File: config.mk
export PLATFORM = sky130hd
export DESIGN_NAME = mult_dot_datapath
export DESIGN_NICKNAME = d
export VERILOG_FILES = /design/src/verilog/mult_op_pkg.sv /design/src/verilog/mult_data_pkg.sv /design/src/verilog/mult_dot_datapath.sv
export VERILOG_INCLUDE_DIRS = /design/src /design/src/include
export SDC_FILE = /design/constraint.sdc
export NUM_CORES = 2
export LEC_CHECK = 0
export ABC_CLOCK_PERIOD_IN_PS = 28300
export BUFFER_PORTS_ARGS = -buffer_cell sky130_fd_sc_hd__buf_2
export CORE_AREA = 2 2 344 346
export DETAILED_ROUTE_END_ITERATION = 8
export DIE_AREA = 0 0 346 348
export SYNTH_ARGS = -nofsm -noshare
export SYNTH_HDL_FRONTEND = slang
export SYNTH_SLANG_ARGS = --single-unit
File: constraint.sdc
create_clock -name vclk -period 28.3
set_clock_uncertainty 0.05 [all_clocks]
set_input_delay 7.075 -clock vclk [all_inputs]
set_output_delay 7.075 -clock vclk [all_outputs]
set_load 0.01 [all_outputs]
File: src/include/mult_consts.svh
// fixed 32-bit word; the datapaths assume a half is two bytes and a word is two halves
`ifndef MULT_CONSTS_SVH
`define MULT_CONSTS_SVH

// full operand and result width
`define MULT_XLEN 32

// subword lane widths
`define MULT_HLEN 16
`define MULT_BLEN 8

// width of a shift amount, enough for 0..31
`define MULT_SHW 5

`endif
File: src/verilog/mult_op_pkg.sv
// encodings are shared with the trace file, so the op values must not be reordered
package mult_op_pkg;

  ////////////////////////////////////////////////////////////////////////////
  // operations
  ////////////////////////////////////////////////////////////////////////////

  // MUL_H is the only multi-cycle op
  typedef enum logic [2:0] {
    MUL_MAC32 = 3'd0,
    MUL_MSU32 = 3'd1,
    MUL_I     = 3'd2,
    MUL_IR    = 3'd3,
    MUL_H     = 3'd4,
    MUL_DOT8  = 3'd5,
    MUL_DOT16 = 3'd6
  } mult_op_e;

  // mulh sequencer, one partial product per state
  typedef enum logic [2:0] {
    IDLE_MULT = 3'd0,
    STEP0     = 3'd1,
    STEP1     = 3'd2,
    STEP2     = 3'd3,
    FINISH    = 3'd4
  } mulh_state_e;

  // bit 0 for operand a, bit 1 for operand b
  typedef logic [1:0] mult_sign_t;

endpackage

File: src/verilog/mult_data_pkg.sv
// operand words are always 32 bits; the lane views overlay the same bits
`include "mult_consts.svh"

package mult_data_pkg;
  import mult_op_pkg::*;

  ////////////////////////////////////////////////////////////////////////////
  // operand lanes
  ////////////////////////////////////////////////////////////////////////////

  // one operand word, read as halves or as bytes
  // half[0] and octet[0] are the least significant lanes
  typedef union packed {
    logic [1:0][`MULT_HLEN-1:0] half;
    logic [3:0][`MULT_BLEN-1:0] octet;
  } mult_lanes_u;

  ////////////////////////////////////////////////////////////////////////////
  // request and response
  ////////////////////////////////////////////////////////////////////////////

  typedef struct packed {
    mult_op_e             op;
    mult_sign_t           sign;
    // upper halves for MUL_I and MUL_IR
    logic                 subword_hi;
    // shift amount for the subword path
    logic [`MULT_SHW-1:0] imm;
    // complex mode of DOT16
    logic                 is_clpx;
    logic                 clpx_img;
    logic [1:0]           clpx_shift;
    mult_lanes_u          op_a;
    mult_lanes_u          op_b;
    // accumulator operand
    mult_lanes_u          op_c;
  } mult_req_t;

  typedef struct packed {
    logic [`MULT_XLEN-1:0] data;
  } mult_rsp_t;

endpackage

File: src/verilog/mult_dot_datapath.sv
// purely combinational; complex mode is only meaningful with the DOT16 result
`timescale 1ns/100ps
`include "mult_consts.svh"

module mult_dot_datapath
  import mult_op_pkg::*;
  import mult_data_pkg::*;
(
  input  mult_sign_t  sign_i,
  input  logic        is_clpx_i,
  input  logic        clpx_img_i,
  input  logic [1:0]  clpx_shift_i,
  input  mult_lanes_u op_a_i,
  input  mult_lanes_u op_b_i,
  input  mult_lanes_u op_c_i,
  output mult_rsp_t   dot8_o,
  output mult_rsp_t   dot16_o
);

  logic [3:0][`MULT_BLEN:0]       byte_a;
  logic [3:0][`MULT_BLEN:0]       byte_b;
  logic [3:0][2*`MULT_BLEN+1:0]   byte_prod;
  logic [1:0][`MULT_HLEN:0]       half_a;
  logic [1:0][`MULT_HLEN:0]       half_b;
  logic [`MULT_HLEN:0]            half_a1_neg;
  logic [1:0][2*`MULT_HLEN+1:0]   half_prod;
  logic [`MULT_XLEN-1:0]          dot8_sum;
  logic [`MULT_XLEN-1:0]          half_acc;
  logic [`MULT_XLEN-1:0]          dot16_sum;
  logic [`MULT_HLEN:0]            clpx_part;
  logic [`MULT_HLEN:0]            clpx_shifted;
  logic                           swap_b;
  logic                           neg_hi;

  ////////////////////////////////////////////////////////////////////////////
  // byte lanes
  ////////////////////////////////////////////////////////////////////////////

  for (genvar k = 0; k < 4; k++) begin : g_byte
    assign byte_a[k] = {sign_i[0] & op_a_i.octet[k][`MULT_BLEN-1], op_a_i.octet[k]};
    assign byte_b[k] = {sign_i[1] & op_b_i.octet[k][`MULT_BLEN-1], op_b_i.octet[k]};
    assign byte_prod[k] = $signed(byte_a[k]) * $signed(byte_b[k]);
  end

  // c plus four sign extended byte products
  always_comb begin
    dot8_sum = op_c_i;
    for (int k = 0; k < 4; k++) begin
      dot8_sum = dot8_sum + `MULT_XLEN'($signed(byte_prod[k]));
    end
  end
  assign dot8_o.data = dot8_sum;

  ////////////////////////////////////////////////////////////////////////////
  // half lanes and complex
  ////////////////////////////////////////////////////////////////////////////

  // imag crosses b halves, real negates the high product
  assign swap_b = is_clpx_i & clpx_img_i;
  assign neg_hi = is_clpx_i & ~clpx_img_i;

  for (genvar k = 0; k < 2; k++) begin : g_half
    assign half_a[k] = {sign_i[0] & op_a_i.half[k][`MULT_HLEN-1], op_a_i.half[k]};
    assign half_b[k] = {sign_i[1] & op_b_i.half[k ^ int'(swap_b)][`MULT_HLEN-1],
                        op_b_i.half[k ^ int'(swap_b)]};
  end

  // -ah*bh as ~ah*bh plus bh, the bh goes in through the accumulator
  assign half_a1_neg = half_a[1] ^ {(`MULT_HLEN+1){neg_hi}};

  assign half_prod[0] = $signed(half_a[0]) * $signed(half_b[0]);
  assign half_prod[1] = $signed(half_a1_neg) * $signed(half_b[1]);

  // complex ignores c in the sum
  assign half_acc = is_clpx_i ? (`MULT_XLEN'($signed(half_b[1])) & {`MULT_XLEN{~clpx_img_i}})
                              : op_c_i;

  assign dot16_sum = half_prod[0][`MULT_XLEN-1:0] + half_prod[1][`MULT_XLEN-1:0] + half_acc;

  // q15 style part, bits 31..15 then the post shift
  assign clpx_part    = dot16_sum[`MULT_XLEN-1:`MULT_HLEN-1];
  assign clpx_shifted = $signed(clpx_part) >>> clpx_shift_i;

  // the untouched half comes from c
  always_comb begin
    if (!is_clpx_i) begin
      dot16_o.data = dot16_sum;
    end else if (clpx_img_i) begin
      dot16_o.data = {clpx_shifted[`MULT_HLEN-1:0], op_c_i.half[0]};
    end else begin
      dot16_o.data = {op_c_i.half[1], clpx_shifted[`MULT_HLEN-1:0]};
    end
  end

endmodule

# == Word level (Yosys, flattened, before mapping) ==
# Index checks and enable logic that the tools add are counted.
# totals
ff_bits,0
input_bits,102
output_inout_bits,64
elab_cells,38
# classes
add_sub_neg,6
mul,6
n_lt_le_gt_ge,2
n_shift,1
n_mux,7
bitwise,16
# op_table
op,n
adder 32 bit,6
two-way mux 32 bit,3
multiplier 9 x 9 -> 18 bit,4
multiplier 17 x 17 -> 32 bit,2
two-way mux 16 bit,4
bitwise AND 32 bit,1
>>> shifter 17 x 2 -> 16 bit,1
bitwise XOR 17 bit,1
bitwise AND 1 bit,12
less-than comparator 1 x 2 -> 1 bit (second input constant),2
NOT 1 bit,2

# == Depth between registers and ports, before layout ==
# depth
ltp_word,11
ltp_mapped,37
ltp_nobuf,35

# == Worst setup path after synthesis ==
# Ideal clock, no wire load.
# synth_path
kind,input port to output port
start,input port sign_i[0]
end,output port dot8_o[31] (netlist name)
t_arrival_ns,15.700
t_required_ns,21.175
path_slack_ns,5.475
path_stages,29
path_buffers,2
cell_sequence,clkbuf_1 > and2_1 > clkbuf_1 > nand2_1 > fa_1 > inv_1 > fa_1 > fa_1 > fa_1 > inv_1 > fa_1 > inv_1 > ha_1 > o21ai_0 > a21boi_1 > o41a_1 > nand4_1 > a31oi_1 > xnor2_1 > fa_1 > fa_1 > fa_1 > ha_1 > a21oi_1 > or4b_1 > nand3_1 > nand4b_1 > a311oi_1 > xnor2_1
# synth_lines
element,line,text
"start, declared",mult_dot_datapath.sv:9,"input mult_sign_t sign_i,"
"end, declared",mult_dot_datapath.sv:16,"output mult_rsp_t dot8_o,"

==> summary.txt <==
Timing
  • Transition time at the pin with the least slew margin: 1160 ps
  • Final count of pins violating max slew: 0
  • Normalized max-slew margin: 20.4%
  • Fin Setup TNS: 0 ps
  • Shortest period the worst path allows: 24,700 ps
  • Worst hold slack: 14,580 ps
  • Highest clock frequency the design can meet: 40.5 MHz
  • Setup violation total in the final timing report: 0
  • Setup repair after global routing missed its margin: no
  • Final period util: 87.3%
  • Fin. Hold Viols: 0

Cells and area
  • Clock Buffer Count: 0
  • Most common cell after layout, fill and taps aside: sky130_fd_sc_hd__inv_1
  • Share of cells above drive strength 1: 6.21%
  • Sequential Area: 0 um^2
  • FFs & Latches: 0
  • Layout Area Growth over Synthesis: 5.69%
  • Fin nets: 6,124
  • Total of fill cells in the finished design: 12,100
  • Commonest non-fill, non-tap cells in the layout: sky130_fd_sc_hd__inv_1 (1,190), sky130_fd_sc_hd__fa_1 (1,035), sky130_fd_sc_hd__nand2_1 (643)

Yosys
  • Fraction of synthesized cell area taken by the top area cell type: 50.9%
  • Synthesis warning total: 0
  • Post-synthesis instance area: 40,700 um^2
  • Proportion of synthesized chip area in sequential cells: 0%
  • Average cell area after synthesis: 8.85 um^2
  • Unique masters post-synth: 88
  • Cell type contributing the most total cell area after synthesis: sky130_fd_sc_hd__fa_1
  • Synthesized Nets: 6,099
  • Main area contributors after synthesis: sky130_fd_sc_hd__fa_1 (51%), sky130_fd_sc_hd__ha_1 (11%), sky130_fd_sc_hd__inv_1 (11%)
  • Post-synthesis cell count: 4,596

Route
  • Wire length on met2: 63,100 um
  • Total wirelength of the detailed-routed design: 130,000 um
  • Number of vias per cell: 5.03
  • Iter 0 DRT Violations: 2,063
  • DRC viols: 0
  • Average routed wire per standard cell: 21.1 um
  • DRT met1 WL: 52,300 um
  • Post-route ant nets: 0
  • Number of search-and-repair iterations in the first detailed-routing pass: 5
  • Detailed-route via count: 31,000
  • Met3 wire len: 8970 um
  • Top routing layer in use: met5

Global route
  • Vias in the first global route: 33,400
  • GR Overflow Total: 0
  • Antenna violations before repair: 19
  • Tot GR Track Use: 22.1%
  • Pin count of the biggest net entering global routing: 69
  • Global-route wire length before repair: 204,000 um

Worst setup path
  • Most numerous cell on the critical path: sky130_fd_sc_hd__fa_1
  • Worst Path Buf+Inv: 10
  • Arrival time of the worst setup path: 17,570 ps
  • Maximum cell stage delay along the critical path: 970 ps
  • Maximum fanout along the worst path: 53
  • Crit path launch type: input port
  • Cell at the slowest stage of the critical path: sky130_fd_sc_hd__xor2_1
  • Kind of end point of the critical path: primary output
  • Largest delay contributor family on the critical path: adder cells
  • Crit Path Category: input port to primary output
  • Required arrival time at the worst endpoint: 21,170 ps

Clock network
  • Setup Fix Bufs, Post-CTS: 0
  • Post-cts repair resize count: 0
  • Hold bufs inserted after CTS: 0

Die
  • Top-level port count: 166
  • Site row count: 126
  • Placeable core region: 117,000 um^2
  • Total Die Area: 120,000 um^2
  • X dimension of the die: 346 um
  • Starting density of the core: 34.8%
  • Vertical die dimension: 348 um

Worst hold path
  • Launch point of the worst hold path: op_c_i[28]
  • Worst min-delay path category: input port to primary output
  • Instance count along the most critical hold path: 4
  • Endpoint of the worst hold-timing path: dot16_o[28]

Place
  • Quantity of I/O buffers inserted on ports: 166
  • Estimated wirelength of the detail-placed design: 113,000 um
  • RD Place Congestion: 0.928

Run status
  • Status: completed

Run
  • Maxcap violations: 0
cells in the mapped netlist (all sizes together), types with 20 or more instances:
master and number:
inv 1191, nand2 644, and2 151, a21oi 96, xor2 51, mux2i 25
or2 40, a31oi 20, nor2b 70, clkbuf 166, nor3 20, o21ai 81
nand3 21, fa 1035, xnor2 152, nor2 231, nand2b 20, a21o 28
ha 366
tightest hold or removal path: stages:
cell and delay (ps):
sky130_fd_sc_hd__buf_2 140, sky130_fd_sc_hd__nand2_1 70, sky130_fd_sc_hd__a31oi_1 120, sky130_fd_sc_hd__buf_2 150
layer usage:
| layer | GRT usage (%) | vias up |
|---|---|---|
| li1 | - | 13500 |
| met1 | 29.0 | 16200 |
| met2 | 37.7 | 1102 |
| met3 | 3.12 | 272 |
| met4 | 7.25 | 4 |
| met5 | 0 | - |
area by class of cell:
| type | count | area (um^2) | area share, % |
|---|---|---|---|
| Timing Repair Buffer | 208 | 1150 | 2.67 |
| Tap cell | 1536 | 1920 | 4.47 |
| Inverter | 1192 | 4470 | 10.4 |
| Antenna cell | 4 | 10.0 | 0.0233 |
| Multi-Input combinational cell | 3219 | 35400 | 82.4 |
stage by stage:
step | cells | cell area, um^2 | utilization, % | setup WS, ps
6_report | 6159 | 43000 | 36.8 | 3600
5_1_grt | 6155 | 43000 | 36.8 | 3190
4_1_cts | 6155 | 43000 | 36.8 | 3810
3_5_place_dp | 6155 | 43000 | 36.8 | 3850
3_3_place_gp | 6155 | 43000 | 36.8 | 3820
2_1_floorplan | 4596 | 40700 | - | 5470
cells by family after synthesis:
group | after synthesis | synth area share (%)
AOI/OAI and AO/OA | 331 | 5.42
xor gates and xnor gates | 206 | 4.62
adders and majority gates | 1401 | 62.2
buffers and inverters | 1377 | 13.0
muxes | 37 | 1.12
and+or+nand+nor | 1244 | 13.7
how the worst max path moves through the flow:
stage,start,end,slack (ps),cells past startpoint
floorplan,sign_i[0],dot8_o[31],5470,29
global placement,is_clpx_i,dot16_o[6],3820,32
detailed placement,is_clpx_i,dot16_o[6],3850,32
CTS,is_clpx_i,dot16_o[6],3810,32
global route,is_clpx_i,dot16_o[6],3190,32
finish,is_clpx_i,dot16_o[6],3600,32
