===== config.mk =====
export PLATFORM = sky130hd
export DESIGN_NAME = mult_mulh_ctrl
export DESIGN_NICKNAME = d
export VERILOG_FILES = /design/src/verilog/mult_op_pkg.sv /design/src/verilog/mult_mulh_ctrl.sv
export VERILOG_INCLUDE_DIRS = /design/src /design/src/include
export SDC_FILE = /design/constraint.sdc
export NUM_CORES = 1
export LEC_CHECK = 0
export BUFFER_PORTS_ARGS = -buffer_cell sky130_fd_sc_hd__buf_2
export CAP_MARGIN = 20
export CELL_PAD_IN_SITES_DETAIL_PLACEMENT = 1
export CELL_PAD_IN_SITES_GLOBAL_PLACEMENT = 1
export CORE_AREA = 2 2 39 41
export CTS_BUF_LIST = sky130_fd_sc_hd__clkbuf_4
export DETAILED_ROUTE_END_ITERATION = 8
export DIE_AREA = 0 0 41 43
export PLACE_DENSITY = 0.57
export SYNTH_ARGS = -nofsm -noshare
export SYNTH_HDL_FRONTEND = slang
export SYNTH_SLANG_ARGS = --single-unit

===== constraint.sdc =====
create_clock -name clk -period 1.3 [get_ports clk]
set_clock_uncertainty 0.1 [all_clocks]
set_input_delay 0.26 -clock clk [delete_from_list [all_inputs] [get_ports clk]]
set_output_delay 0.26 -clock clk [all_outputs]
set_load 0.1 [all_outputs]

===== src/include/mult_consts.svh =====
// fixed 32-bit word; the datapaths assume a half is two bytes and a word is two halves
`ifndef MULT_CONSTS_SVH
`define MULT_CONSTS_SVH

// full operand and result width
`define MULT_XLEN 32

// subword lane widths
`define MULT_HLEN 16
`define MULT_BLEN 8

// width of a shift amount, enough for 0..31
`define MULT_SHW 5

`endif

===== src/verilog/mult_op_pkg.sv =====
// encodings are shared with the trace file, so the op values must not be reordered
package mult_op_pkg;

  ////////////////////////////////////////////////////////////////////////////
  // operations
  ////////////////////////////////////////////////////////////////////////////

  // MUL_H is the only multi-cycle op
  typedef enum logic [2:0] {
    MUL_MAC32 = 3'd0,
    MUL_MSU32 = 3'd1,
    MUL_I     = 3'd2,
    MUL_IR    = 3'd3,
    MUL_H     = 3'd4,
    MUL_DOT8  = 3'd5,
    MUL_DOT16 = 3'd6
  } mult_op_e;

  // mulh sequencer, one partial product per state
  typedef enum logic [2:0] {
    IDLE_MULT = 3'd0,
    STEP0     = 3'd1,
    STEP1     = 3'd2,
    STEP2     = 3'd3,
    FINISH    = 3'd4
  } mulh_state_e;

  // bit 0 for operand a, bit 1 for operand b
  typedef logic [1:0] mult_sign_t;

endpackage


===== src/verilog/mult_mulh_ctrl.sv =====
// leaves FINISH after one cycle by itself; start_i is only honoured in IDLE_MULT
`timescale 1ns/100ps
`include "mult_consts.svh"

module mult_mulh_ctrl
  import mult_op_pkg::*;
(
  input  logic                 clk,
  input  logic                 rst_n,
  input  logic                 start_i,
  input  mult_sign_t           sign_i,
  output logic                 active_o,
  output logic [`MULT_SHW-1:0] imm_o,
  output logic [1:0]           subword_o,
  output mult_sign_t           sign_o,
  output logic                 shift_arith_o,
  output logic                 save_o,
  output logic                 clearcarry_o,
  output logic                 done_o
);

  mulh_state_e state_q;
  mulh_state_e state_d;

  ////////////////////////////////////////////////////////////////////////////
  // step decode
  ////////////////////////////////////////////////////////////////////////////

  // subword_o bit 0 picks the half of a, bit 1 the half of b
  always_comb begin
    state_d       = state_q;
    active_o      = 1'b1;
    imm_o         = '0;
    subword_o     = 2'b00;
    sign_o        = 2'b00;
    shift_arith_o = 1'b0;
    save_o        = 1'b0;
    clearcarry_o  = 1'b0;
    done_o        = 1'b0;
    case (state_q)
      IDLE_MULT: begin
        // subword path runs on the request fields
        active_o = 1'b0;
        if (start_i) begin
          state_d = STEP0;
        end
      end
      STEP0: begin
        // al*bl, unsigned and never beyond 32 bits
        // only its upper half matters further on
        imm_o   = `MULT_SHW'(`MULT_HLEN);
        state_d = STEP1;
      end
      STEP1: begin
        // al*bh, signed only through b
        // 33-bit sum, bit 32 kept as carry
        sign_o        = {sign_i[1], 1'b0};
        subword_o     = 2'b10;
        shift_arith_o = 1'b1;
        save_o        = 1'b1;
        state_d       = STEP2;
      end
      STEP2: begin
        // ah*bl, signed only through a
        // bits above 32 are shifted back in, so the carry goes
        sign_o        = {1'b0, sign_i[0]};
        subword_o     = 2'b01;
        imm_o         = `MULT_SHW'(`MULT_HLEN);
        shift_arith_o = 1'b1;
        save_o        = 1'b1;
        clearcarry_o  = 1'b1;
        state_d       = FINISH;
      end
      FINISH: begin
        // ah*bh with the request signedness
        sign_o    = sign_i;
        subword_o = 2'b11;
        done_o    = 1'b1;
        state_d   = IDLE_MULT;
      end
      default: begin
        state_d = IDLE_MULT;
      end
    endcase
  end

  always_ff @(posedge clk or negedge rst_n) begin
    if (!rst_n) begin
      state_q <= IDLE_MULT;
    end else begin
      state_q <= state_d;
    end
  end

  // only the five named encodings may ever be held
  state_legal_a: assert property (@(posedge clk) disable iff (!rst_n)
    state_q inside {IDLE_MULT, STEP0, STEP1, STEP2, FINISH});

endmodule


; After elaboration in Yosys (flattened, before gate mapping)
; Cells that the tools add are included.
[op_classes]
n_eq_ne = 5
muxes = 9
n_reduce_logical = 3
[ops]
columns = operator, count
row1 = $pmux W2 S3, 2
row2 = $pmux W3 S4, 1
row3 = $eq A3 B2 Y1 const B, 2
row4 = $mux W5, 1
row5 = $mux W1, 4
row6 = $reduce_or A2 Y1, 2
row7 = $eq A3 B1 Y1 const B, 1
row8 = $eq A3 B3 Y1 const B, 1
row9 = $logic_not A3 Y1, 1
row10 = $mux W3, 1
row11 = $ne A2 B2 Y1 const B, 1
[word_totals]
reg_bits = 3
word_cells = 18
out_inout_bits = 14
in_bits = 5

; Depth between registers and ports, before layout
; Gate-level depths: netlist of run 1.
[logic_depth]
depth_word = 3
ltp_mapped = 3

; Worst setup path before layout of run 1
; OpenSTA, ideal clock, no wires.
[synth_path]
kind = register to output
start = register state_q[1]
end = output sign_o[1]
required_ps = 940
arrival_ps = 2833
stages_incl_launch_ff = 4
setup_slack_ps = -1893
n_path_buf = 1
path_cell_list = dfrtp_1 clkbuf_2 xnor2_1 nor3b_1
[synth_via]
elab_chain_len = 2
word_cells_on_any_way = 4
classes_between = eq/ne (3) / mux (1)
[synth_lines]
columns = element, line_no
row1 = from (decl), mult_mulh_ctrl.sv:22  ; mulh_state_e state_q;
row2 = from (signal assigned), mult_mulh_ctrl.sv:91  ; state_q <= state_d;
row3 = $eq A3 B3 Y1 or $eq A3 B2 Y1 (tied branches), mult_mulh_ctrl.sv:40  ; case (state_q)
row4 = $pmux W2 S3 *, mult_mulh_ctrl.sv:40
row5 = to (decl), mult_mulh_ctrl.sv:15  ; output mult_sign_t sign_o,
; Mark *: on every way between the ends. The rest lies on a longest branch, timed or not.

; Final worst setup path of run 1
[layout_path]
start = register state_q[1]
end = output sign_o[0]
; Same word-level chain as after synthesis.

==> results of run 1 <==
## kinds of logic (layout without fill, tap and decap cells)
kind of cell	after synthesis	in the layout
AO/OA/AOI/OAI	1	1
XOR/XNOR	2	2
flip-flops	3	3
buffers and inverters	10	28
AND/OR/NAND/NOR	11	11
other	1	4
## cell type report
cell class                 count  area, sq um
inverter                       3         18.8
sequential                     3         76.3
fill                         159          806
multi-input combinational     18          163
tap                           16         20.0
timing repair buffer          21          270
clock buffer                   4         30.0
## Yosys cell counts, drive strengths merged
master	count	area (sq um)
buf	6	42.5
dfrtp	3	75.1
inv	3	11.3
nor2	3	11.3
and2b	2	17.5
xnor2	2	17.5
a21boi	1	11.3
clkbuf	1	5.00
conb	1	3.75
nand2	1	3.75
nand3b	1	7.51
nor3	1	5.00
nor3b	1	7.51
or3	1	7.51
or3b	1	11.3
## stage by stage
stage,std cells,hold slack (ps)
floorplan,31,-136
global placement,59,-42.8
detailed placement,59,-42.0
CTS,65,210
global route,65,208
finish,65,208
## worst paths after layout
| path | endpoint | slack, ps | from |
|---|---|---|---|
| setup / recovery | sign_o[0] | -480 | state_q[1] |
| hold / removal | state_q[0] | 210 | start_i |
| setup reg to reg | state_q[2] | 190 | state_q[0] |
| hold reg to reg | state_q[1] | 390 | state_q[2] |
| max in group asynchronous | state_q[2] | 730 | rst_n |
| min in group asynchronous | state_q[0] | 250 | rst_n |
## worst reg2reg max path: stages, from the launching register on
cell      delay (ps)
dfrtp_1          390
buf_4            150
nand3b_1         160
buf_4            170
inv_1             40
## routing by layer
metal  track usage  part of all wire  vias to the layer above
met2         0.109              0.57                       13
met5             0                 0                        -
li1              -                 -                      117
met3        0.0628             0.093                        0
met1        0.0879              0.34                      115
met4        0.0200                 0                        0
## what timing repair did
item,CTS,global route
pin swaps,2,1
buffers inserted,1,0
hold buffers,1,0
hold endpoints to repair,3,0
setup endpoints to repair,10,10
gates resized for setup,3,1
==> results.tsv, run 1 <==
stage	metric	value	unit
grt	initial antenna violation count	0	
worst_setup_path	FF-to-FF path depth	4	
grt	pin count of the biggest net entering global routing	7	
finish	Finished Core Util	0.418	
placement	worst slack at placement	-266	ps
logic_synthesis	Synth warnings	0	
finish	NumNets Final	55	
logic_synthesis	Synth Area in XOR/XNOR	0.0737	
timing	Tmin final	1780	ps
worst_setup_path	element type at the critical path end	primary output	
cts	clock-pin slew on the worst setup and hold paths	40	ps
worst_setup_path	slowest CP cell	or3b_4	
worst_setup_path	WP data required	940	ps
routing	Initial DRC Count	1	
routing	ANT nets after route	0	
logic_synthesis	#FFs+latches synth	3	
finish	max reg flops	3	
finish	most frequent cells in the layout	buf_12 (9), buf_4 (5), conb_1 (4), clkbuf_4 (4), buf_2 (4)	
grt	Total GRT Usage	0.0776	
run_status	outcome	finished, violations left	
routing	drt via density	3.77	
worst_setup_path	Worst Path Max Fanout	4	
run_status	failing checks	negative setup slack	
cts	CTS buffer count	3	
placement	port bufs	14	
timing	Final Max Tran Viols	0	
logic_synthesis	largest family of logic cells by synthesized area	simple AND/OR/NAND/NOR gates	
worst_setup_path	Worst path max stage delay	450	ps
logic_synthesis	Post-Syn Area	238	sq um
timing	Tcrit/Tclk final	1.37	
floorplan	die area	1760	sq um
logic_synthesis	Synth Area in Compound Gates	0.0474	
logic_synthesis	synthesized instance count	28	
routing	Routed WL per cell	7.94	um
routing	DRC	0	
timing	RSZ-0062 raised after global routing	true	
logic_synthesis	mux cell area share after synthesis	0	
placement	DP HPWL	460	um
timing	slack of the critical path	-484	ps
floorplan	num ports	19	
cts	clock sinks	3	
finish	share of layout cells above drive strength 1	0.735	
grt	global-route wire length before repair	897	um
finish	final instance area	578	sq um
worst_setup_path	Setup CP Type	register to primary output	
worst_hold_path	WHS Path Cells	3	
worst_setup_path	Startpoint Class	register	
routing	Post-Route WL	516	um
worst_setup_path	CP Cell Sequence	or3b_4, a21boi_4, buf_12	
worst_setup_path	crit-path leading delay family	simple AND/OR/NAND/NOR gates	
finish	Largest regs	state_q x3	
floorplan	Die W	41	um
floorplan	row count	14	
finish	most common cell after layout, fill and taps aside	buf_12	
floorplan	Core Region	1380	sq um
placement	Placement Cell Area	515	sq um
timing	Hold Fails Final Rpt	0	
cts	CTS tree	yes	
timing	setup TNS	-3620	ps
job	max cap viols	0	
cts	Clock Tree Buf Depth	2	
logic_synthesis	Mean Syn Cell Area	8.49	sq um
timing	Max Clock Freq	560	MHz
grt	GRT overflow	0	
finish	Antenna Cells	0	
floorplan	Die Y	43	um
cts	htree depth	1	
routing	DR vias	245	
grt	via count of the first global-routing pass	252	
timing	endpoints failing setup	10	
floorplan	initial core utilization	0.172	
worst_hold_path	Hold/Removal Path Class	input pin to register	
finish	synth-to-layout area growth	143	%
routing	Detailed Routing Iterations Pass 1	3	
worst_setup_path	Stages on worst setup path	3	
placement	Placer Congestion	0.613	
logic_synthesis	Synth cell types	16	
finish	most flop-heavy register	state_q	
logic_synthesis	register area share after synthesis	0.316	
logic_synthesis	Adder-Cell Fraction of Synth Area	0	
logic_synthesis	Synth Area in Simple Gates	0.300	
cts	Worst-Skew Late Latency	230	ps
worst_setup_path	WP data arrival	1420	ps
worst_setup_path	worst path bufs/invs	1	
cts	clock root cell	clkbuf_4	
Power of run 1 is not shown: default switching activity piles up to over one toggle a cycle in this logic, so the estimate is an artifact.
==> inputs of run 2 (changes only) <==
Settings changed: PLACE_DENSITY 0.57 to 0.55.
Clock period 1.3 ns to 2.3 ns, I/O delays scaled along.
==> run 2 against run 1 <==
  * The run now ends clean
  * Setup slack improved by 600 ps
  * Hold slack improved by 200 ps
  * Via count fell by 15%
  * Register-to-register slack improved by 1100 ps
  * Non-clock buffer count fell by 5
  * Largest cell class is now multi-input combinational cells
==> results.tsv, run 2 (synthesized netlist as in run 1, its figures left out) <==
stage	metric	value	unit	change
worst_setup_path	worst setup path start	state_q[0]		was state_q[1]
worst_hold_path	Hold Path Origin	start_i		unchanged
grt	GR peak layer	met4		was met2
floorplan	initial core utilization	0.172		unchanged
timing	final hold slack	411	ps	was 208 ps
grt	met1 Usage GRT	0.0645		was 0.0879
finish	most flop-heavy register	state_q		unchanged
routing	DRC	0		unchanged
cts	Worst-Skew Late Latency	230	ps	about the same
placement	Placement Cell Area	329	sq um	was 515 sq um
grt	met3 Use GR	0.0576		was 0.0628
floorplan	Die W	41	um	unchanged
grt	initial antenna violation count	0		unchanged
placement	port bufs	14		unchanged
timing	Hold Fails Final Rpt	0		unchanged
cts	Setup Buffers After CTS	0		was 1
finish	share of layout cells above drive strength 1	0.591		was 0.735
finish	most frequent cells in the layout	buf_2 (13), conb_1 (4), clkbuf_4 (4), inv_1 (3), dfrtp_1 (3)		was buf_12 (9), buf_4 (5), conb_1 (4), clkbuf_4 (4), buf_2 (4)
floorplan	Die Y	43	um	unchanged
grt	global-route wire length before repair	834	um	was 897 um
cts	htree depth	1		unchanged
finish	NumNets Final	50		was 55
finish	most common cell after layout, fill and taps aside	buf_2		was buf_12
timing	endpoints failing setup	0		was 10
routing	ANT nets after route	0		unchanged
routing	Detailed Routing Iterations Pass 1	1		was 3
cts	CTS tree	yes		unchanged
timing	Tmin final	2190	ps	
routing	Post-Route WL	521	um	was 516 um
finish	synth-to-layout area growth	55.3	%	was 143%
grt	pin count of the biggest net entering global routing	9		was 7
timing	Tcrit/Tclk final	0.952		
cts	clock root cell	clkbuf_4		unchanged
placement	DP HPWL	424	um	was 460 um
routing	Initial DRC Count	0		was 1
finish	final instance area	369	sq um	was 578 sq um
run_status	outcome	finished, final reports clean		was finished, violations left
grt	via count of the first global-routing pass	221		was 252
cts	CTS resizes	0		was 3
placement	Placer Congestion	0.585		was 0.613
routing	drt via density	3.48		was 3.77
timing	setup TNS	0	ps	was -3620 ps
finish	Filler Cells Inserted	173		was 159
job	max cap viols	0		unchanged
finish	Largest regs	state_q x3		unchanged
cts	clock sinks	3		unchanged
worst_hold_path	Hold/Removal Path Class	input pin to register		unchanged
cts	clock-pin slew on the worst setup and hold paths	40	ps	about the same
floorplan	die area	1760	sq um	unchanged
grt	GRT overflow	0		unchanged
timing	Final Max Tran Viols	0		unchanged
worst_setup_path	WP data required	1740	ps	was 940 ps
floorplan	Core Region	1380	sq um	unchanged
finish	max reg flops	3		unchanged
floorplan	row count	14		unchanged
worst_setup_path	reg-to-reg startpoint	state_q[1]		was state_q[0]
cts	CTS buffer count	3		unchanged
grt	Total GRT Usage	0.0834		was 0.0776
worst_setup_path	element type at the critical path end	primary output		unchanged
worst_setup_path	Worst Path Max Fanout	8		was 4
routing	DR vias	209		was 245
worst_setup_path	Startpoint Class	register		unchanged
routing	Routed WL per cell	8.68	um	was 7.94 um
finish	Antenna Cells	0		unchanged
timing	Max Clock Freq	457	MHz	
timing	RSZ-0062 raised after global routing	false		was true
worst_setup_path	Setup CP Type	register to primary output		unchanged
grt	GR Util met2	0.106		was 0.109
worst_setup_path	WP data arrival	1630	ps	was 1420 ps
cts	Clock Tree Buf Depth	2		unchanged
floorplan	num ports	19		unchanged
-- run 2: layout make-up --
class / count / area [sq um] / area share
inverters: 3 / 11.3 / 0.0305
repair buffers: 16 / 103 / 0.278
multi-input cells: 18 / 130 / 0.353
flip-flops and latches: 3 / 75.1 / 0.203
well taps: 16 / 20.0 / 0.0542
clock buffers: 4 / 30.0 / 0.0814
-- run 2: repair_timing --
| item | 4_1_cts | 5_1_grt |
|---|---|---|
| endpoints found under the setup margin | 0 | 0 |
| endpoints found under the hold margin | 3 | 0 |
| hold buffers | 1 | 0 |
-- run 2: stage by stage --
stage          worst slack, ps  cells   util
2_1_floorplan             -128     31      -
3_3_place_gp               359     55  0.238
3_5_place_dp               353     55  0.238
4_1_cts                   92.1     60  0.267
5_1_grt                   23.6     60  0.267
6_report                   111     60  0.267
-- run 2: worst paths after layout --
kind / end / slack, ps / depth (start not counted)
worst max-delay path: subword_o[0] / 110 / 3
max in group asynchronous: state_q[2] / 1540 / 2
min in group asynchronous: state_q[0] / 460 / 2
worst min register to register: state_q[1] / 460 / 1
worst min-delay path: state_q[0] / 410 / 3
worst max register to register: state_q[2] / 1290 / 3
-- run 2: metal layers --
layer,up-vias,wire (um)
met2,15,241
met1,88,197
met5,-,0
li1,106,-
met4,0,0
met3,0,82
-- run 2: worst max-delay path: stages, from the launching register on --
cell and delay (ps):
dfrtp_1 460, or3b_4 440, nand2_1 80, buf_2 420
Power of run 2 is left out for the same reason.
