--- config.mk ---
export PLATFORM = sky130hd
export DESIGN_NAME = mult_short_datapath
export DESIGN_NICKNAME = d
export VERILOG_FILES = /design/src/verilog/mult_op_pkg.sv /design/src/verilog/mult_data_pkg.sv /design/src/verilog/mult_short_datapath.sv
export VERILOG_INCLUDE_DIRS = /design/src /design/src/include
export SDC_FILE = /design/constraint.sdc
export NUM_CORES = 1
export LEC_CHECK = 0
export BUFFER_PORTS_ARGS = -buffer_cell sky130_fd_sc_hd__clkbuf_2
export CORE_MARGIN = 4
export CORE_UTILIZATION = 31
export CTS_BUF_LIST = sky130_fd_sc_hd__clkbuf_16
export DETAILED_ROUTE_END_ITERATION = 16
export PLACE_DENSITY = 0.54
export SYNTH_ARGS = -nofsm -noshare
export SYNTH_HDL_FRONTEND = slang
export SYNTH_SLANG_ARGS = --single-unit
--- constraint.sdc ---
create_clock -name clk -period 23.3 [get_ports clk]
set_input_delay 5.825 -clock clk [delete_from_list [all_inputs] [get_ports clk]]
set_output_delay 5.825 -clock clk [all_outputs]
set_load 0.02 [all_outputs]
--- src/include/mult_consts.svh ---
// fixed 32-bit word; the datapaths assume a half is two bytes and a word is two halves
`ifndef MULT_CONSTS_SVH
`define MULT_CONSTS_SVH

// full operand and result width
`define MULT_XLEN 32

// subword lane widths
`define MULT_HLEN 16
`define MULT_BLEN 8

// width of a shift amount, enough for 0..31
`define MULT_SHW 5

`endif
--- src/verilog/mult_op_pkg.sv ---
// encodings are shared with the trace file, so the op values must not be reordered
package mult_op_pkg;

  ////////////////////////////////////////////////////////////////////////////
  // operations
  ////////////////////////////////////////////////////////////////////////////

  // MUL_H is the only multi-cycle op
  typedef enum logic [2:0] {
    MUL_MAC32 = 3'd0,
    MUL_MSU32 = 3'd1,
    MUL_I     = 3'd2,
    MUL_IR    = 3'd3,
    MUL_H     = 3'd4,
    MUL_DOT8  = 3'd5,
    MUL_DOT16 = 3'd6
  } mult_op_e;

  // mulh sequencer, one partial product per state
  typedef enum logic [2:0] {
    IDLE_MULT = 3'd0,
    STEP0     = 3'd1,
    STEP1     = 3'd2,
    STEP2     = 3'd3,
    FINISH    = 3'd4
  } mulh_state_e;

  // bit 0 for operand a, bit 1 for operand b
  typedef logic [1:0] mult_sign_t;

endpackage

--- src/verilog/mult_data_pkg.sv ---
// operand words are always 32 bits; the lane views overlay the same bits
`include "mult_consts.svh"

package mult_data_pkg;
  import mult_op_pkg::*;

  ////////////////////////////////////////////////////////////////////////////
  // operand lanes
  ////////////////////////////////////////////////////////////////////////////

  // one operand word, read as halves or as bytes
  // half[0] and octet[0] are the least significant lanes
  typedef union packed {
    logic [1:0][`MULT_HLEN-1:0] half;
    logic [3:0][`MULT_BLEN-1:0] octet;
  } mult_lanes_u;

  ////////////////////////////////////////////////////////////////////////////
  // request and response
  ////////////////////////////////////////////////////////////////////////////

  typedef struct packed {
    mult_op_e             op;
    mult_sign_t           sign;
    // upper halves for MUL_I and MUL_IR
    logic                 subword_hi;
    // shift amount for the subword path
    logic [`MULT_SHW-1:0] imm;
    // complex mode of DOT16
    logic                 is_clpx;
    logic                 clpx_img;
    logic [1:0]           clpx_shift;
    mult_lanes_u          op_a;
    mult_lanes_u          op_b;
    // accumulator operand
    mult_lanes_u          op_c;
  } mult_req_t;

  typedef struct packed {
    logic [`MULT_XLEN-1:0] data;
  } mult_rsp_t;

endpackage

--- src/verilog/mult_short_datapath.sv ---
// combinational result; op_c_i must carry the running partial sum while mulh is active
`timescale 1ns/100ps
`include "mult_consts.svh"

module mult_short_datapath
  import mult_op_pkg::*;
  import mult_data_pkg::*;
(
  input  logic                 clk,
  input  logic                 rst_n,
  input  mult_op_e             op_i,
  input  mult_sign_t           sign_i,
  input  logic                 subword_hi_i,
  input  logic [`MULT_SHW-1:0] imm_i,
  input  mult_lanes_u          op_a_i,
  input  mult_lanes_u          op_b_i,
  input  mult_lanes_u          op_c_i,
  // overrides from the mulh sequencer
  input  logic                 mulh_active_i,
  input  logic [`MULT_SHW-1:0] mulh_imm_i,
  input  logic [1:0]           mulh_subword_i,
  input  mult_sign_t           mulh_sign_i,
  input  logic                 mulh_shift_arith_i,
  input  logic                 mulh_save_i,
  input  logic                 mulh_clearcarry_i,
  output mult_rsp_t            result_o
);

  logic [`MULT_SHW-1:0]    sel_imm;
  logic [1:0]              sel_sub;
  mult_sign_t              sel_sign;
  logic                    sel_arith;
  logic [`MULT_HLEN:0]     ext_a;
  logic [`MULT_HLEN:0]     ext_b;
  logic [`MULT_XLEN-1:0]   c_word;
  logic [`MULT_XLEN:0]     ext_c;
  logic [`MULT_XLEN-1:0]   round_one;
  logic [`MULT_XLEN-1:0]   round_val;
  logic [2*`MULT_HLEN+1:0] fresh_prod;
  logic [2*`MULT_HLEN+1:0] prod;
  logic [2*`MULT_HLEN+1:0] mac;
  logic [2*`MULT_HLEN+1:0] shifted;
  logic                    msb1;
  logic                    msb0;
  logic                    carry_q;
  logic [`MULT_HLEN:0]     last_a_q;
  logic [`MULT_HLEN:0]     last_b_q;
  logic [2*`MULT_HLEN+1:0] last_prod_q;
  logic                    reuse;
  logic                    path_used;

  // mulh fields win while the sequencer runs
  assign sel_imm   = mulh_active_i ? mulh_imm_i : imm_i;
  assign sel_sub   = mulh_active_i ? mulh_subword_i : {2{subword_hi_i}};
  assign sel_sign  = mulh_active_i ? mulh_sign_i : sign_i;
  assign sel_arith = mulh_active_i ? mulh_shift_arith_i : sign_i[0];

  // half select, then extend to 17 bits by signedness
  assign ext_a = {sel_sign[0] & op_a_i.half[sel_sub[0]][`MULT_HLEN-1], op_a_i.half[sel_sub[0]]};
  assign ext_b = {sel_sign[1] & op_b_i.half[sel_sub[1]][`MULT_HLEN-1], op_b_i.half[sel_sub[1]]};

  // mulh puts the saved carry on top of c
  assign c_word = op_c_i;
  assign ext_c  = mulh_active_i ? {carry_q, c_word} : {c_word[`MULT_XLEN-1], c_word};

  // round by half an lsb of the shifted result
  assign round_one = `MULT_XLEN'(1) << imm_i;
  assign round_val = (op_i == MUL_IR) ? {1'b0, round_one[`MULT_XLEN-1:1]} : '0;

  ////////////////////////////////////////////////////////////////////////////
  // product with reuse of the last one
  ////////////////////////////////////////////////////////////////////////////

  assign reuse      = (ext_a == last_a_q) && (ext_b == last_b_q);
  assign fresh_prod = $signed(ext_a) * $signed(ext_b);
  assign prod       = reuse ? last_prod_q : fresh_prod;

  // 34-bit sum, c sign extended once more
  assign mac = {ext_c[`MULT_XLEN], ext_c} + prod + {2'b00, round_val};

  // mulh keeps both bits above the word, plain ops repeat bit 31
  assign msb1 = mulh_active_i ? mac[2*`MULT_HLEN+1] : mac[`MULT_XLEN-1];
  assign msb0 = mulh_active_i ? mac[`MULT_XLEN] : mac[`MULT_XLEN-1];

  assign shifted = $signed({sel_arith & msb1, sel_arith & msb0, mac[`MULT_XLEN-1:0]})
                   >>> sel_imm;
  assign result_o.data = shifted[`MULT_XLEN-1:0];

  // only refresh when this path is actually in use
  assign path_used = mulh_active_i || (op_i == MUL_I) || (op_i == MUL_IR);

  always_ff @(posedge clk or negedge rst_n) begin
    if (!rst_n) begin
      last_a_q    <= '0;
      last_b_q    <= '0;
      last_prod_q <= '0;
    end else if (path_used && !reuse) begin
      last_a_q    <= ext_a;
      last_b_q    <= ext_b;
      last_prod_q <= fresh_prod;
    end
  end

  // carry out of bit 32 between mulh steps
  always_ff @(posedge clk or negedge rst_n) begin
    if (!rst_n) begin
      carry_q <= 1'b0;
    end else if (mulh_save_i) begin
      carry_q <= ~mulh_clearcarry_i & mac[`MULT_XLEN];
    end else if (!mulh_active_i) begin
      carry_q <= 1'b0;
    end
  end

endmodule

Yosys cells after proc, flatten, opt, wreduce, memory -nomap -nowiden. Cells that the tools add are included.

Register bits after elaboration: 69. Bits of input ports: 122. Output and inout bits: 32. Logic and storage cells: 42.

$add $sub $neg: 2. Multiply operators: 1. Magnitude comparators: 2. Eq/ne operators: 5. Shifts and indexed selects: 2. Mux-type cells: 15. Bitwise gates (word level): 6. Reduce and logical (&&, ||, !) cells: 5.

Operators with widths (number): 16-bit two-way mux (4); 34-bit by 31-bit adder with 34-bit output (1); 34-bit adder (1); 17-bit == test (2); 17-bit by 17-bit multiplier with 34-bit output (1); 34-bit two-way mux (1); 34-bit by 5-bit >>> shifter with 32-bit output (1); 33-bit two-way mux (1); 1-bit by 5-bit << shifter with 32-bit output (first input constant) (1); 31-bit two-way mux (1); 3-bit by 2-bit == test with 1-bit output (second input constant) (2); 1-bit AND (5); 1-bit two-way mux (5); 5-bit two-way mux (1); 1-bit by 2-bit < comparator with 1-bit output (second input constant) (2); 2-bit two-way mux (2); 1-bit logical AND (2); 1-bit logical OR (2); 2-bit by 1-bit != test with 1-bit output (second input constant) (1); 1-bit logical NOT (1); 1-bit inverter (1).

Logic depth before layout (Yosys ltp). Gate-level depths: netlist of the first run.

Depth in word-level cells: 12. Depth in mapped cells: 44. Gate-level depth less buffers: 41.

Worst setup path before layout of the first run. OpenSTA, ideal clock, no wires.

Kind: input-to-output. From: in mulh_active_i. To: out result_o[10] (netlist bit). Arrival: 16.345 ns. Data required time: 17.475 ns. Slack: 1.130 ns. Stages: 43. Buffers on the path: 4. Path through: mux2i_2 -> buf_2 -> buf_1 -> mux2i_1 -> clkbuf_1 -> nor2_1 -> fa_1 -> inv_1 -> fa_1 -> fa_1 -> fa_1 -> inv_1 -> fa_1 -> inv_1 -> fa_1 -> inv_1 -> ha_1 -> a21oi_1 -> [7 not listed] -> a21oi_1 -> xnor2_1 -> mux2i_1 -> fa_1 -> inv_1 -> ha_1 -> clkbuf_1 -> a21o_1 -> a211oi_1 -> o2bb2ai_1 -> a31oi_1 -> or2_1 -> o311a_1 -> nand3_1 -> mux2i_4 -> o31ai_4 -> a21oi_1 -> a211oi_1.

RTL lines: start, declared (RTL line mult_short_datapath.sv:19) `input logic mulh_active_i,`; end, declared (RTL line mult_short_datapath.sv:26) `output mult_rsp_t result_o`.

==> flow_summary_export.csv, run 1 <==
group,metric,value,unit
floorplanning,pin_count,154,
synth,postSynthAreaPerCell,8.40,µm²
setup_path,critPathRequiredTime,17480,ps
placement,place.gp.congestion,0.928,
setup_path,crit_slowest_cell,"o21ai_0",
grt,grt_first_pass_wirelength,100000,µm
floorplanning,fp.dieArea,68600,µm²
route,wl_per_cell,19.4,µm
flow_run,maxCapViolCount,0,
sta,clock_skew,13.1,ps
sta,setup_violations,0,
sta,fin_setup_tns,0,ps
final_layout,area_growth_syn_to_layout,11.7,%
synth,synth-edff-count,0,
grt,grt_usage,0.189,
clock_network,clock_latency,380,ps
grt,gr-total-overflow,0,
hold_path,hold_end,"last_prod_q[32]",
route,ant_nets,0,
clock_network,root_buffer,"clkbuf_16",
final_layout,drive_above_1_share,0.143,
sta,setup_ws,529,ps
setup_path,r2r-end,"carry_q",
route,drt_iter0_markers,1071,
route,firstDrtPassIters,5,
hold_path,hp-start,"last_prod_q[32]",
floorplanning,rows,92,
clock_network,cts_tree,"yes",
route,vias,17200,
final_layout,final_nets,3076,
setup_path,startpoint,"mulh_active_i",
clock_network,cts_max_level,3,
clock_network,cts_hold_buf,0,
setup_path,r2r_start,"last_b_q[8]",
placement,port_buffers,153,
sta,hold_slack,483,ps
setup_path,worst_ep_arrival_time,16950,ps
sta,fin_crit,22770,ps
setup_path,critPathMostFrequentCell,"fa_1",
synth,ys_types,83,
synth,synthArstFlopShare,1.00,
final_layout,mostFrequentLayoutCells,"420 x inv_1, 328 x fa_1, 307 x nand2_1, 216 x nor2_1, 152 x clkbuf_2",
sta,rsz0062_at_grt,"no",
synth,yosysSeqAreaShare,0.0864,
floorplanning,start_util,0.315,
grt,grt_pass1_vias,17600,
clock_network,cts_buffers,9,
route,viasPerCell,5.13,
synth,syn_nets,2947,
hold_path,hold_class,"flop to flop",
final_layout,final_common_cell,"inv_1",
clock_network,clkSlewWorstSetupHoldPaths,60,ps
grt,grt_antenna_before_repair,2,
floorplanning,die_w,262,µm
sta,worst_slew_pin_slew,1090,ps
hold_path,holdPathStages,2,
setup_path,crit_path_end_kind,"output port",
setup_path,worstSetupPathType,"input pin to output port",
setup_path,startpoint_type,"input pin",
synth,yosys_warnings,0,
synth,syn_inst,2378,
sta,fin_crit_sh,0.977,
setup_path,critPathMaxStageDelay,700,ps
final_layout,fin_util,0.352,
route,totalWireLength,65000,µm
placement,pre_cts_ws,109,ps
route,drc_errors,0,
setup_path,worstRegToRegCells,20,
synth,synth_flop_cell,"dfrtp_1",
clock_network,cts_buffer_depth,2,
sta,timing.final.max_slew_violations,0,
status,status,"completed",
synth,postSynthRegisterBits,69,
sta,slew_headroom,0.275,
grt,grt_max_degree,105,
synth,syn_area,20000,µm²
floorplanning,core,63400,µm²
setup_path,crit_path_max_fanout,8,
placement,hpwlAfterDp,54900,µm
sta,final_hold_viol_count,0,
setup_path,reg2reg_slack,16350,ps
clock_network,clock_sinks,69,
floorplanning,die_y,262,µm
sta,fmax,43.9,MHz
## cells in the mapped netlist (11+ instances only)
library cell    n  area (µm²)
o22ai_1        14        87.6
o21a_1         12        90.1
mux2_2         85         957
buf_2          11        55.1
fa_1          328        6570
dfrtp_1        69        1730
nand3_1        24         120
a21o_1         18         135
a211oi_1       17         128
o21bai_1       13        97.6
nand2_1       307        1150
a31oi_1        14        87.6
inv_1         420        1580
o211ai_1       25         188
xnor2_1        75         657
nor3_1         25         125
o21ai_1        16        80.1
nor2_1        217         815
ha_1          119        1490
o21ai_0       101         505
clkbuf_1       73         274
and2_1         12        75.1
a21oi_1        94         470
mux2i_1        89         891
xor2_1         24         210
buf_1          11        41.3
## sequential cells by signal (all words and copies together), names as in the netlist
name         cells
carry_q          1
last_prod_q     34
last_b_q        17
last_a_q        17
## how the worst max path moves through the flow
stage          slack (ps)            to  depth (start not counted)
2_1_floorplan        1130  result_o[10]                         43
3_3_place_gp          280   result_o[3]                         40
3_5_place_dp          110   result_o[3]                         42
4_1_cts                80   result_o[3]                         42
5_1_grt                 9   result_o[7]                         43
6_report              530   result_o[7]                         41
## layout make-up
| class | count | area, µm² |
|---|---|---|
| antenna | 1 | 2.50 |
| clock inverter | 6 | 88.8 |
| sequential | 69 | 1730 |
| clock buffer | 9 | 225 |
| tap | 846 | 1060 |
| fill | 6581 | 41100 |
| timing repair buffer | 213 | 1230 |
| multi-input combinational | 1793 | 16400 |
| inverter | 421 | 1580 |
## worst max-delay path, delay by kind of cell
kind                     cells  cell delay, ps
adder cells (fa/ha/maj)      9            4120
AO/OA/AOI/OAI                7            2340
multiplexers                 7            1960
buffers and inverters       11            1320
AND/OR/NAND/NOR              6            1130
XOR/XNOR                     1             230
## logic make-up after synthesis
logic type | count (synthesis) | synth area share
compound gates | 406 | 0.130
xor+xnor | 99 | 0.0434
fa+ha+maj | 447 | 0.403
buf+inv | 516 | 0.0976
flops | 69 | 0.0864
mux | 184 | 0.101
simple gates | 657 | 0.139
## metrics by stage
stage / area (µm²) / cells
after floorplan: 20000 / 2378
after global placement: 21900 / 3336
after detailed placement: 21900 / 3336
after CTS: 22200 / 3351
after global routing: 22300 / 3357
final: 22300 / 3358
## metal layers
layer | track usage | up-vias | part of all wire | wire (µm)
li1 | - | 7954 | - | -
met1 | 0.257 | 8651 | 0.43 | 28000
met2 | 0.309 | 514 | 0.48 | 30900
met3 | 0.0327 | 117 | 0.061 | 3960
met4 | 0.0605 | 2 | 0.032 | 2100
met5 | 0 | - | 0.00020 | 13
## timing repair
item / in CTS / in global routing
setup buffers: 0 / 6
endpoints found under the setup margin: 0 / 32
resized for setup: 0 / 14
Power of run 1 is not shown: default switching activity piles up to over one toggle a cycle in this logic, so the estimate is an artifact.
==> inputs of run 2 (changes only) <==
--- a/config.mk
+++ b/config.mk
@@ -11,6 +11,7 @@
 export CORE_UTILIZATION = 31
 export CTS_BUF_LIST = sky130_fd_sc_hd__clkbuf_16
 export DETAILED_ROUTE_END_ITERATION = 16
+export MAX_ROUTING_LAYER = met4
 export PLACE_DENSITY = 0.54
 export SYNTH_ARGS = -nofsm -noshare
 export SYNTH_HDL_FRONTEND = slang
==> flow_summary_export.csv, run 2 (synthesized netlist as in run 1, its figures left out) <==
group,metric,value,unit
floorplanning,fp.dieArea,68600,µm²
clock_network,cts_max_level,3,
floorplanning,pin_count,154,
grt,use_met2,0.319,
placement,hpwlAfterDp,55200,µm
route,ant_nets,0,
final_layout,drive_above_1_share,0.143,
final_layout,final_nets,3078,
sta,slew_headroom,0.253,
setup_path,critPathMaxStageDelay,690,ps
setup_path,worstSetupPathType,"input pin to output port",
setup_path,reg2reg_slack,16660,ps
setup_path,crit_slowest_cell,"a2111oi_0",
hold_path,hp-start,"last_prod_q[32]",
route,drt_iter0_markers,1207,
placement,place.gp.congestion,0.923,
grt,grtUsageMet1,0.269,
hold_path,holdPathStages,2,
sta,clock_skew,10.8,ps
setup_path,r2r-end,"carry_q",
sta,setup_violations,0,
sta,fin_crit_sh,0.971,
flow_run,maxCapViolCount,0,
final_layout,largest_register_ffs,34,
route,drc_errors,0,
grt,met3_usage,0.0225,
grt,grt_pass1_vias,17400,
sta,timing.final.max_slew_violations,0,
grt,grt_usage,0.196,
route,totalWireLength,65500,µm
clock_network,clkSlewWorstSetupHoldPaths,60,ps
floorplanning,core,63400,µm²
sta,final_hold_viol_count,0,
grt,grt_first_pass_wirelength,101000,µm
sta,rsz0062_at_grt,"no",
clock_network,root_buffer,"clkbuf_16",
sta,fin_setup_tns,0,ps
final_layout,largestRegisters,"last_prod_q: 34 flops, last_a_q: 17 flops, last_b_q: 17 flops",
floorplanning,die_y,262,µm
sta,fmax,44.2,MHz
route,wl_per_cell,19.5,µm
route,viasPerCell,5.08,
setup_path,crit_path_end_kind,"output port",
route,firstDrtPassIters,5,
route,vias,17100,
clock_network,clock_sinks,69,
clock_network,clock_latency,360,ps
floorplanning,start_util,0.315,
setup_path,worstRegToRegCells,19,
sta,worst_slew_pin_slew,1120,ps
setup_path,critPathRequiredTime,17480,ps
setup_path,crit_path_max_fanout,21,
grt,grt_antenna_before_repair,2,
grt,gr-total-overflow,0,
hold_path,hold_end,"last_prod_q[32]",
setup_path,startpoint_type,"input pin",
final_layout,final_common_cell,"inv_1",
sta,fin_crit,22630,ps
final_layout,top_register,"last_prod_q",
setup_path,worst_ep_arrival_time,16810,ps
final_layout,area_growth_syn_to_layout,11.7,%
hold_path,hold_class,"flop to flop",
clock_network,cts_buffer_depth,2,
placement,port_buffers,153,
grt,grt_max_degree,105,
clock_network,cts_tree,"yes",
floorplanning,die_w,262,µm
clock_network,cts_buffers,9,
floorplanning,rows,92,
setup_path,critPathMostFrequentCell,"fa_1",
setup_path,r2r_start,"last_b_q[8]",
final_layout,mostFrequentLayoutCells,"420 x inv_1, 328 x fa_1, 307 x nand2_1, 216 x nor2_1, 152 x clkbuf_2",
status,status,"completed",
grt,top_usage_layer,"met2",
-- run 2: metrics by stage --
step	cell area [µm²]	util	setup WS, ps	hold slack (ps)	std cells
5_1_grt	22300	0.352	26.5	503	3362
3_5_place_dp	21900	0.346	213	470	3338
3_3_place_gp	21900	0.346	326	466	3338
2_1_floorplan	20000	-	1130	450	2378
4_1_cts	22200	0.351	184	486	3354
6_report	22300	0.352	669	483	3362
-- run 2: area by class of cell --
type	instances	area, µm²
multi-input combinational	1793	16400
tap	846	1060
clock inverter	7	80.1
inverter	421	1580
fill	6661	41100
clock buffer	9	225
sequential	69	1730
antenna	2	5.00
timing repair buffer	215	1260
-- run 2: worst max-delay path, delay by kind of cell --
kind                       cells  cell delay, ps
buffers and inverters         10            1500
muxes                          5            1260
AOI/OAI and AO/OA              9            1760
and+or+nand+nor                8            2130
xor gates and xnor gates       1             170
adders and majority gates      9            4190
-- run 2: worst max-delay path by stage --
stage / slack (ps) / start / end
6_report: 670 / mulh_active_i / result_o[13]
5_1_grt: 30 / mulh_active_i / result_o[7]
4_1_cts: 180 / mulh_active_i / result_o[1]
3_5_place_dp: 210 / mulh_active_i / result_o[10]
3_3_place_gp: 330 / mulh_active_i / result_o[5]
2_1_floorplan: 1130 / mulh_active_i / result_o[10]
-- run 2: timing repair --
action                     in CTS  in global routing
gates resized for setup         0                 13
buffers inserted                0                  6
setup endpoints to repair       0                 32
hold buffers                    0                  0
-- run 2: metal layers --
layer	vias to the layer above	share of wire
met2	430	0.49
met5	-	0
met3	61	0.048
met1	8649	0.45
li1	7954	-
met4	0	0.018
Power of run 2 is left out for the same reason.
